$ cat src/source/la_pkg.sv
`default_nettype none

package la_pkg;

    localparam int FRAME_BYTES = 6;          // mask lo/hi, pol lo/hi, prescale, post

    // byte positions inside a command frame
    localparam int FRM_MASK_LO = 0;
    localparam int FRM_MASK_HI = 1;
    localparam int FRM_POL_LO  = 2;
    localparam int FRM_POL_HI  = 3;
    localparam int FRM_PRESC   = 4;
    localparam int FRM_POST    = 5;

    typedef logic [7:0]  byte_t;             // channel byte, frame byte, ram read byte
    typedef logic [15:0] sample_t;           // probe sample, buffer word, mask, polarity

    typedef enum logic [1:0] {
        RECV,                                // collecting frame bytes
        ARM,                                 // single cycle, issues start
        CAPTURE,                             // sampler busy
        DUMP                                 // dump engine busy
    } cmd_state_e;

    typedef enum logic [1:0] {
        IDLE,                                // waiting for dump_start
        LOAD,                                // pick next byte, wait on ram if needed
        REQ,                                 // req high until ack rises
        REL                                  // req low until ack falls
    } dump_state_e;

endpackage

`default_nettype wire

$ cat src/source/sample_ram.sv
`timescale 1ns/100ps
`default_nettype none

module sample_ram #(
    parameter int ADDR_W = 8
) (
    input  wire              pll_clk,
    input  wire              we_i,
    input  wire [ADDR_W-1:0] waddr_i,
    input  la_pkg::sample_t  wdata_i,
    input  wire [ADDR_W:0]   raddr_i,                 // byte address, bit 0 picks the half
    output la_pkg::byte_t    rdata_o
);

    la_pkg::sample_t mem_q [2**ADDR_W];               // the ring buffer
    la_pkg::sample_t rd_word_q;
    logic            rd_hi_q;

    always_ff @(posedge pll_clk) begin
        if (we_i) begin
            mem_q[waddr_i] <= wdata_i;
        end
        rd_word_q <= mem_q[raddr_i[ADDR_W:1]];        // word select
        rd_hi_q   <= raddr_i[0];
    end

    // even address gives the low byte
    assign rdata_o = rd_hi_q ? rd_word_q[15:8] : rd_word_q[7:0];

endmodule

`default_nettype wire

$ cat src/source/trigger_unit.sv
`timescale 1ns/100ps
`default_nettype none

module trigger_unit #(
    parameter int ADDR_W = 8
) (
    input  wire               pll_clk,
    input  wire               rst_n,
    input  la_pkg::sample_t   probe_i,
    input  la_pkg::sample_t   mask_i,
    input  la_pkg::sample_t   pol_i,
    input  wire               start_i,
    input  wire               running_i,
    input  wire [ADDR_W-1:0]  wr_ptr_i,
    output logic              triggered_o,
    output logic [ADDR_W-1:0] trig_ptr_o
);

    la_pkg::sample_t   prev_q;                        // probe one cycle back
    la_pkg::sample_t   delta;
    la_pkg::sample_t   match;
    logic              event_hit;
    logic              triggered_q;
    logic [ADDR_W-1:0] trig_ptr_q;

    assign delta     = (probe_i ^ prev_q) & mask_i;   // masked pins that moved
    assign match     = ~(probe_i ^ pol_i) & mask_i;   // masked pins at polarity
    assign event_hit = running_i && (|delta) && (|match);

    always_ff @(posedge pll_clk) begin
        prev_q <= probe_i;
    end

    always_ff @(posedge pll_clk) begin
        if (!rst_n) begin
            triggered_q <= 1'b0;
            trig_ptr_q  <= '0;
        end else if (start_i) begin
            triggered_q <= 1'b0;                      // rearm for the new capture
        end else if (event_hit && !triggered_q) begin
            triggered_q <= 1'b1;
            trig_ptr_q  <= wr_ptr_i;                  // first event only
        end
    end

    assign triggered_o = triggered_q || event_hit;    // high already in the event cycle
    assign trig_ptr_o  = trig_ptr_q;

    // once triggered, stays so for the rest of the capture
    a_trig_sticky: assert property (@(posedge pll_clk) disable iff (!rst_n)
        (triggered_o && running_i) |=> (triggered_o || !running_i));

endmodule

`default_nettype wire

$ cat src/source/sample_ctrl.sv
`timescale 1ns/100ps
`default_nettype none

module sample_ctrl #(
    parameter int ADDR_W = 8                          // 8 up to 15
) (
    input  wire               pll_clk,
    input  wire               rst_n,
    input  wire               start_i,
    input  la_pkg::byte_t     prescale_i,
    input  la_pkg::byte_t     post_i,
    input  wire               triggered_i,
    input  la_pkg::sample_t   probe_i,
    output logic              running_o,
    output logic [ADDR_W-1:0] wr_ptr_o,
    output logic              ram_we_o,
    output la_pkg::sample_t   ram_wdata_o,
    output logic              cap_done_o
);

    localparam int POST_SH = ADDR_W - 8;              // post count unit is 2**(ADDR_W-8)

    logic              running_q;
    la_pkg::byte_t     presc_q;                       // cycles since last sample
    logic [ADDR_W-1:0] wr_ptr_q;
    logic [ADDR_W-1:0] post_q;                        // post-trigger writes left
    logic              cap_done_q;
    logic              presc_hit;
    logic              wr_fire;
    logic              last_wr;

    assign presc_hit = (presc_q == prescale_i);
    assign wr_fire   = presc_hit && (post_q != '0);   // post count is zero outside a capture
    // zero post count ends at once, else the final triggered write ends it
    assign last_wr   = (post_q == '0)
                       || (wr_fire && triggered_i && (post_q == ADDR_W'(1)));

    always_ff @(posedge pll_clk) begin
        if (!rst_n) begin
            running_q  <= 1'b0;
            presc_q    <= '0;
            wr_ptr_q   <= '0;
            post_q     <= '0;
            cap_done_q <= 1'b0;
        end else begin
            cap_done_q <= 1'b0;
            if (start_i) begin
                running_q <= 1'b1;
                presc_q   <= '0;
                wr_ptr_q  <= '0;                      // buffer fills from word 0
                post_q    <= ADDR_W'(post_i) << POST_SH;
            end else if (running_q) begin
                if (presc_hit) begin
                    presc_q <= '0;
                end else begin
                    presc_q <= presc_q + 1'b1;
                end
                if (wr_fire) begin
                    wr_ptr_q <= wr_ptr_q + 1'b1;      // wraps around the ring
                    if (triggered_i) begin
                        post_q <= post_q - 1'b1;
                    end
                end
                if (last_wr) begin
                    running_q  <= 1'b0;
                    cap_done_q <= 1'b1;
                end
            end
        end
    end

    assign running_o   = running_q;
    assign wr_ptr_o    = wr_ptr_q;
    assign ram_we_o    = wr_fire;
    assign ram_wdata_o = probe_i;                     // written in the same cycle
    assign cap_done_o  = cap_done_q;

    // no buffer writes outside a capture
    a_we_running: assert property (@(posedge pll_clk) disable iff (!rst_n)
        ram_we_o |-> running_o);

endmodule

`default_nettype wire

$ cat src/source/cmd_seq.sv
`timescale 1ns/100ps
`default_nettype none

module cmd_seq (
    input  wire             pll_clk,
    input  wire             rst_n,
    input  wire             rx_req_i,
    input  la_pkg::byte_t   rx_data_i,
    output logic            rx_ack_o,
    input  wire             cap_done_i,
    input  wire             dump_done_i,
    output logic            start_o,
    output logic            dump_start_o,
    output la_pkg::sample_t mask_o,
    output la_pkg::sample_t pol_o,
    output la_pkg::byte_t   prescale_o,
    output la_pkg::byte_t   post_o
);

    localparam int IDX_W = $clog2(la_pkg::FRAME_BYTES);
    localparam logic [IDX_W-1:0] LAST_IDX = IDX_W'(la_pkg::FRAME_BYTES - 1);

    la_pkg::cmd_state_e state_q;
    logic [IDX_W-1:0]   idx_q;                            // frame byte position
    logic               rx_ack_q;
    logic               dump_start_q;
    la_pkg::byte_t      frame_q [la_pkg::FRAME_BYTES];    // raw frame bytes
    logic               take_byte;

    // new request and no ack out yet
    assign take_byte = (state_q == la_pkg::RECV) && rx_req_i && !rx_ack_q;

    always_ff @(posedge pll_clk) begin
        if (!rst_n) begin
            state_q      <= la_pkg::RECV;
            idx_q        <= '0;
            rx_ack_q     <= 1'b0;
            dump_start_q <= 1'b0;
        end else begin
            dump_start_q <= 1'b0;                         // pulse by default low
            case (state_q)
                la_pkg::RECV: begin
                    if (take_byte) begin
                        rx_ack_q <= 1'b1;                 // phase 2, byte taken
                    end else if (rx_ack_q && !rx_req_i) begin
                        rx_ack_q <= 1'b0;                 // phase 4, release
                        if (idx_q == LAST_IDX) begin
                            idx_q   <= '0;
                            state_q <= la_pkg::ARM;       // frame complete
                        end else begin
                            idx_q <= idx_q + 1'b1;
                        end
                    end
                end
                la_pkg::ARM: begin
                    state_q <= la_pkg::CAPTURE;           // start goes out this cycle
                end
                la_pkg::CAPTURE: begin
                    if (cap_done_i) begin
                        dump_start_q <= 1'b1;
                        state_q      <= la_pkg::DUMP;
                    end
                end
                la_pkg::DUMP: begin
                    if (dump_done_i) begin
                        state_q <= la_pkg::RECV;          // ready for the next frame
                    end
                end
                default: state_q <= la_pkg::RECV;
            endcase
        end
    end

    // frame bytes land by position
    always_ff @(posedge pll_clk) begin
        if (take_byte) begin
            frame_q[idx_q] <= rx_data_i;
        end
    end

    assign rx_ack_o     = rx_ack_q;
    assign start_o      = (state_q == la_pkg::ARM);
    assign dump_start_o = dump_start_q;
    assign mask_o       = {frame_q[la_pkg::FRM_MASK_HI], frame_q[la_pkg::FRM_MASK_LO]};
    assign pol_o        = {frame_q[la_pkg::FRM_POL_HI], frame_q[la_pkg::FRM_POL_LO]};
    assign prescale_o   = frame_q[la_pkg::FRM_PRESC];
    assign post_o       = frame_q[la_pkg::FRM_POST];

    // a late ack may only be seen while it is being dropped in RECV
    a_ack_in_recv: assert property (@(posedge pll_clk) disable iff (!rst_n)
        rx_ack_o |-> (state_q == la_pkg::RECV));

endmodule

`default_nettype wire

$ cat src/source/dump_tx.sv
`timescale 1ns/100ps
`default_nettype none

module dump_tx #(
    parameter int ADDR_W = 8
) (
    input  wire               pll_clk,
    input  wire               rst_n,
    input  wire               dump_start_i,
    input  wire [ADDR_W-1:0]  trig_ptr_i,
    output logic [ADDR_W:0]   rd_addr_o,
    input  la_pkg::byte_t     rd_data_i,
    output logic              tx_req_o,
    output la_pkg::byte_t     tx_data_o,
    input  wire               tx_ack_i,
    output logic              dump_done_o
);

    localparam int CNT_W = ADDR_W + 2;
    localparam int RD_W  = ADDR_W + 1;
    localparam logic [CNT_W-1:0] LAST_BYTE = CNT_W'(2 ** (ADDR_W + 1) + 1);

    la_pkg::dump_state_e state_q;
    logic [CNT_W-1:0]    cnt_q;                       // byte index, 0 and 1 are the pointer
    logic                rd_wait_q;                   // ram address already presented
    la_pkg::byte_t       data_q;
    logic                done_q;
    logic [15:0]         ptr_word;
    logic                is_ptr;

    assign ptr_word  = 16'(trig_ptr_i);               // zero padded to 16 bits
    assign is_ptr    = (cnt_q < CNT_W'(2));
    assign rd_addr_o = RD_W'(cnt_q - CNT_W'(2));      // buffer bytes follow the pointer

    always_ff @(posedge pll_clk) begin
        if (!rst_n) begin
            state_q   <= la_pkg::IDLE;
            cnt_q     <= '0;
            rd_wait_q <= 1'b0;
            done_q    <= 1'b0;
        end else begin
            done_q <= 1'b0;
            case (state_q)
                la_pkg::IDLE: begin
                    if (dump_start_i) begin
                        cnt_q     <= '0;
                        rd_wait_q <= 1'b0;
                        state_q   <= la_pkg::LOAD;
                    end
                end
                la_pkg::LOAD: begin
                    if (is_ptr) begin
                        state_q <= la_pkg::REQ;       // pointer bytes need no read
                    end else if (!rd_wait_q) begin
                        rd_wait_q <= 1'b1;            // one cycle ram latency
                    end else begin
                        rd_wait_q <= 1'b0;
                        state_q   <= la_pkg::REQ;
                    end
                end
                la_pkg::REQ: begin
                    if (tx_ack_i) begin
                        state_q <= la_pkg::REL;
                    end
                end
                la_pkg::REL: begin
                    if (!tx_ack_i) begin
                        if (cnt_q == LAST_BYTE) begin
                            done_q  <= 1'b1;
                            state_q <= la_pkg::IDLE;
                        end else begin
                            cnt_q   <= cnt_q + 1'b1;
                            state_q <= la_pkg::LOAD;
                        end
                    end
                end
                default: state_q <= la_pkg::IDLE;
            endcase
        end
    end

    // byte to send, settled in LOAD before req goes up
    always_ff @(posedge pll_clk) begin
        if (state_q == la_pkg::LOAD) begin
            if (cnt_q == CNT_W'(0)) begin
                data_q <= ptr_word[7:0];
            end else if (cnt_q == CNT_W'(1)) begin
                data_q <= ptr_word[15:8];
            end else if (rd_wait_q) begin
                data_q <= rd_data_i;
            end
        end
    end

    assign tx_req_o    = (state_q == la_pkg::REQ);
    assign tx_data_o   = data_q;
    assign dump_done_o = done_q;

    // receiver may sample data any time req is up
    a_data_stable: assert property (@(posedge pll_clk) disable iff (!rst_n)
        tx_req_o |=> (!tx_req_o || $stable(tx_data_o)));

endmodule

`default_nettype wire

$ cat src/source/la_top.sv
`timescale 1ns/100ps
`default_nettype none

module la_top #(
    parameter int ADDR_W = 8                          // buffer depth is 2**ADDR_W words
) (
    input  wire             pll_clk,
    input  wire             rst_n,
    input  la_pkg::sample_t probe_i,                  // pins under test
    input  wire             rx_req_i,
    input  la_pkg::byte_t   rx_data_i,
    output logic            rx_ack_o,
    output logic            tx_req_o,
    output la_pkg::byte_t   tx_data_o,
    input  wire             tx_ack_i
);

    logic            start;                           // one-cycle capture kick
    la_pkg::sample_t mask;
    la_pkg::sample_t pol;
    la_pkg::byte_t   prescale;
    la_pkg::byte_t   post;
    logic            running;
    logic [ADDR_W-1:0] wr_ptr;                        // next word to be written
    logic            ram_we;
    la_pkg::sample_t ram_wdata;
    logic            cap_done;
    logic            triggered;
    logic [ADDR_W-1:0] trig_ptr;
    logic            dump_start;
    logic            dump_done;
    logic [ADDR_W:0] rd_addr;                         // byte address into the buffer
    la_pkg::byte_t   rd_data;

    cmd_seq i_cmd_seq (
        .pll_clk(pll_clk), .rst_n(rst_n),
        .rx_req_i(rx_req_i), .rx_data_i(rx_data_i), .rx_ack_o(rx_ack_o),
        .cap_done_i(cap_done), .dump_done_i(dump_done),
        .start_o(start), .dump_start_o(dump_start),
        .mask_o(mask), .pol_o(pol), .prescale_o(prescale), .post_o(post)
    );

    trigger_unit #(.ADDR_W(ADDR_W)) i_trigger_unit (
        .pll_clk(pll_clk), .rst_n(rst_n),
        .probe_i(probe_i), .mask_i(mask), .pol_i(pol),
        .start_i(start), .running_i(running), .wr_ptr_i(wr_ptr),
        .triggered_o(triggered), .trig_ptr_o(trig_ptr)
    );

    sample_ctrl #(.ADDR_W(ADDR_W)) i_sample_ctrl (
        .pll_clk(pll_clk), .rst_n(rst_n),
        .start_i(start), .prescale_i(prescale), .post_i(post),
        .triggered_i(triggered), .probe_i(probe_i),
        .running_o(running), .wr_ptr_o(wr_ptr),
        .ram_we_o(ram_we), .ram_wdata_o(ram_wdata), .cap_done_o(cap_done)
    );

    sample_ram #(.ADDR_W(ADDR_W)) i_sample_ram (
        .pll_clk(pll_clk),
        .we_i(ram_we), .waddr_i(wr_ptr), .wdata_i(ram_wdata),
        .raddr_i(rd_addr), .rdata_o(rd_data)
    );

    dump_tx #(.ADDR_W(ADDR_W)) i_dump_tx (
        .pll_clk(pll_clk), .rst_n(rst_n),
        .dump_start_i(dump_start), .trig_ptr_i(trig_ptr),
        .rd_addr_o(rd_addr), .rd_data_i(rd_data),
        .tx_req_o(tx_req_o), .tx_data_o(tx_data_o), .tx_ack_i(tx_ack_i),
        .dump_done_o(dump_done)
    );

endmodule

`default_nettype wire

$ cat config.mk
export PLATFORM = sky130hd
export DESIGN_NAME = la_top
export DESIGN_NICKNAME = d
export VERILOG_FILES = /design/src/source/la_pkg.sv /design/src/source/sample_ram.sv /design/src/source/trigger_unit.sv /design/src/source/sample_ctrl.sv /design/src/source/cmd_seq.sv /design/src/source/dump_tx.sv /design/src/source/la_top.sv
export SDC_FILE = /design/constraint.sdc
export NUM_CORES = 2
export LEC_CHECK = 0
export ABC_AREA = 0
export BUFFER_PORTS_ARGS = -buffer_cell sky130_fd_sc_hd__buf_2
export CORE_MARGIN = 3
export CORE_UTILIZATION = 50
export DETAILED_ROUTE_END_ITERATION = 6
export PLACE_DENSITY = 0.65
export SLEW_MARGIN = 40
export SYNTH_ARGS = -nofsm -noshare
export SYNTH_HDL_FRONTEND = slang
export SYNTH_MEMORY_MAX_BITS = 65536
export SYNTH_SLANG_ARGS = --single-unit
export TNS_END_PERCENT = 1
$ cat constraint.sdc
create_clock -name pll_clk -period 6 [get_ports pll_clk]
set_clock_uncertainty 0.1 [all_clocks]
set_input_delay 0.3 -clock pll_clk [delete_from_list [all_inputs] [get_ports pll_clk]]
set_output_delay 0.3 -clock pll_clk [all_outputs]
set_load 0.02 [all_outputs]
==> impl_metrics.json <==
{
  "finalWorstSetupSlack_ns": 1.12,
  "dieArea_um2": 329000,
  "post-route-min-period_ns": 4.88,
  "p_per_area_nw_per_um2": 323,
  "vias": 80200,
  "grt_pass1_wl_mm": 604,
  "clock-sinks": 4241,
  "async_flop_share": 0,
  "grt_pass1_vias": 79400,
  "cp.required_ns": 6.68,
  "tightest_slew_ns": 0.995,
  "finalPower_mw": 59.4,
  "crit_slowest_cell": "nor4_1",
  "fmax_ghz": 0.205,
  "rsz0062_at_grt": "no",
  "clockRootBuffer": "clkbuf_16",
  "min_path_type": "in2reg",
  "finalNonFillerCells": 12400,
  "critical_path.cell_chain": "buf_12, inv_1, ha_4, buf_12, buf_4, mux4_2, a22oi_1, a21oi_1, nor4_1, buf_4, nand4_1",
  "synth_warnings": 0,
  "cts_buffer_depth": 4,
  "syn_avg_cell_area_um2": 22.3,
  "grt.overflow.total": 0,
  "max_cap_violations": 0,
  "syn2layout_area_growth_pct": 14.3,
  "die_width_um": 573,
  "final_nets": 7846,
  "status": "finished clean",
  "critPathKind": "reg2reg",
  "arrival_ns": 5.56,
  "path_clk_slew_ns": 0.06,
  "cts_tree": "built",
  "fp.dieH_um": 573,
  "ys_types": 61,
  "synth_nets": 7273,
  "dp_slack_ns": 0.883,
  "path_buf_inv": 5,
  "setup_viol": 0,
  "first_pass_iters": 5,
  "slew_headroom": 0.331,
  "synth-main-ff-cell": "edfxtp_1",
  "portBuffers": 37,
  "synthTopCellsByCount": "4152 x edfxtp_1, 1024 x mux4_2, 528 x a22oi_1, 317 x nor2_1, 295 x clkbuf_1",
  "yosys.area.top_type": "edfxtp_1",
  "leakage_nw": 55.6,
  "htreeDepth": 5,
  "synth.cell_area_um2": 161000,
  "ios": 38,
  "r2r_cells": 11,
  "yosysMostFrequentCell": "edfxtp_1",
  "seq_area_frac_synth": 0.786,
  "worst-path-stages": 11,
  "hold_viol": 0,
  "peakVddDrop_v": 0.000301,
  "min_path_cells": 2,
  "finalCritPeriodShare": 0.813,
  "track_usage": 0.256,
  "final_util": 0.576,
  "start_kind": "flop",
  "numCtsBuffers": 416,
  "avgRoutedWirePerCell_um": 34.1,
  "rows": 207,
  "drive_above_1_share": 0.278,
  "tns_ns": 0,
  "crit_path_max_fanout": 33,
  "ys_top_cells_by_area": "edfxtp_1 77%, mux4_2 14%, a22oi_1 2.5%, dfxtp_1 1.1%, a21oi_1 0.75%",
  "synth_edf_count": 4152,
  "gp_congestion": 0.832,
  "place_inst": 11600,
  "coreArea_um2": 319000,
  "post-dp-hpwl_mm": 251,
  "drc": 0,
  "start_util": 0.504,
  "grt_start_max_net_pins": 162,
  "insertion_delay_ns": 1.00,
  "antenna_found_initial": 20,
  "cpPeakStageDelay_ns": 0.90,
  "ant_nets": 0,
  "drt-initial-drc-count": 11500,
  "path_delay_family": "buffers and inverters",
  "slew_viol_final": 0,
  "via_per_inst": 6.44,
  "synth-seq-cells": 4241,
  "synthCells": 7224,
  "wirelength_mm": 424,
  "synth_top_area_frac": 0.775,
  "post_cts_buffers": 0,
  "end_kind": "flop"
}
==> per-stage QoR <==
step                      cell area [um2]  hold WS, ns
after global routing               184000       0.0187
final                              184000       0.0456
after detailed placement           170000        0.302
after floorplan                    161000        0.228
after CTS                          184000      0.00578
after global placement             169000        0.308
==> sequential cells by signal (all words and copies together) (netlist names) <==
signal                      count
i_cmd_seq.dump_start_o          1
i_cmd_seq.frame_q              48
i_cmd_seq.idx_q                 3
i_cmd_seq.rx_ack_o              1
i_cmd_seq.state_q               2
i_dump_tx.cnt_q                10
i_dump_tx.dump_done_o           1
i_dump_tx.rd_wait_q             1
i_dump_tx.state_q               2
i_dump_tx.tx_data_o             8
i_sample_ctrl.cap_done_o        1
i_sample_ctrl.post_q            8
i_sample_ctrl.presc_q           8
i_sample_ctrl.running_o         1
i_sample_ctrl.wr_ptr_o          8
i_sample_ram.mem_q           4096
i_sample_ram.rd_hi_q            1
i_sample_ram.rd_word_q         16
i_trigger_unit.prev_q          16
i_trigger_unit.trig_ptr_o       8
i_trigger_unit.triggered_q      1
==> path summary, 6_finish.rpt <==
kind	startpoint	endpoint	slack, ns
hold reg to reg	i_dump_tx.cnt_q[0]	i_sample_ram.rd_hi_q	0.31
setup reg to reg	i_dump_tx.cnt_q[1]	i_sample_ram.rd_word_q[12]	1.12
hold / removal	rx_data_i[4]	i_cmd_seq.frame_q[4][4]	0.05
setup / recovery	i_dump_tx.cnt_q[1]	i_sample_ram.rd_word_q[12]	1.12
==> placed cells by master, fill, tap and decap left out, types with 8 or more instances in the layout <==
cell type / Yosys / final
a22oi_1: 528 / 528
nand2_4: 5 / 10
buf_8: 0 / 16
inv_1: 25 / 24
a211oi_1: 21 / 20
mux2i_1: 22 / 22
dlygate4sd3_1: 0 / 28
clkbuf_16: 0 / 417
clkbuf_1: 295 / 77
dfxtp_1: 89 / 87
bufinv_16: 0 / 42
nand2_2: 0 / 12
buf_6: 6 / 19
nand4_1: 29 / 29
nor2b_1: 9 / 9
clkinv_1: 0 / 97
clkinv_16: 0 / 13
mux4_2: 1024 / 1024
buf_2: 76 / 23
xnor2_1: 45 / 45
nor2_4: 0 / 8
nor4_1: 44 / 31
diode_2: 0 / 15
nand2_1: 71 / 54
edfxtp_1: 4152 / 4152
ha_1: 21 / 20
nor2_1: 317 / 303
buf_12: 0 / 40
clkinv_2: 0 / 73
a21o_1: 15 / 15
clkinvlp_4: 0 / 17
buf_16: 0 / 8
xor2_1: 25 / 25
clkbuf_8: 0 / 15
nor4b_2: 10 / 11
o21ai_0: 20 / 16
a21oi_1: 242 / 238
buf_4: 1 / 430
nor4_2: 10 / 20
==> report_power, final <==
group / leakage, nW / total (mW) / switching [mW] / internal [mW]
logic: 10.9 / 0.773 / 0.658 / 0.115
clock network: 6.65 / 26.1 / 11.2 / 14.8
registers: 38.0 / 32.5 / 0.0148 / 32.5
total: 55.6 / 59.4 / 11.9 / 47.5
==> per-layer routing <==
metal  wire (um)  part of all wire  global-route usage  vias to the layer above
met3       44000              0.10              0.0491                      684
met5          86           0.00020                   0                        -
met1      164000              0.39               0.373                    43100
met4       14200             0.033              0.0789                       14
li1            -                 -                   -                    31900
met2      202000              0.48               0.397                     4447
==> timing repair <==
item / CTS / global route
hold buffers: 28 / 0
endpoints found under the hold margin: 986 / 0
resized for setup: 0 / 0
==> final cells by class <==
class	count	area, um2
diodes	15	37.5
multi-input cells	2549	33100
clock buffers	509	10900
flip-flops and latches	4241	126000
fillers	23000	135000
well taps	4284	5360
inverters	25	93.8
repair buffers	564	5100
clock inverters	261	2780
==> kinds of logic after synthesis <==
family	synth area share
compound gates	0.0362
simple gates	0.0168
mux	0.145
xor+xnor	0.00381
fa+ha+maj	0.00163
flops	0.786
buf+inv	0.0110
(Power assumes the default switching activity.)
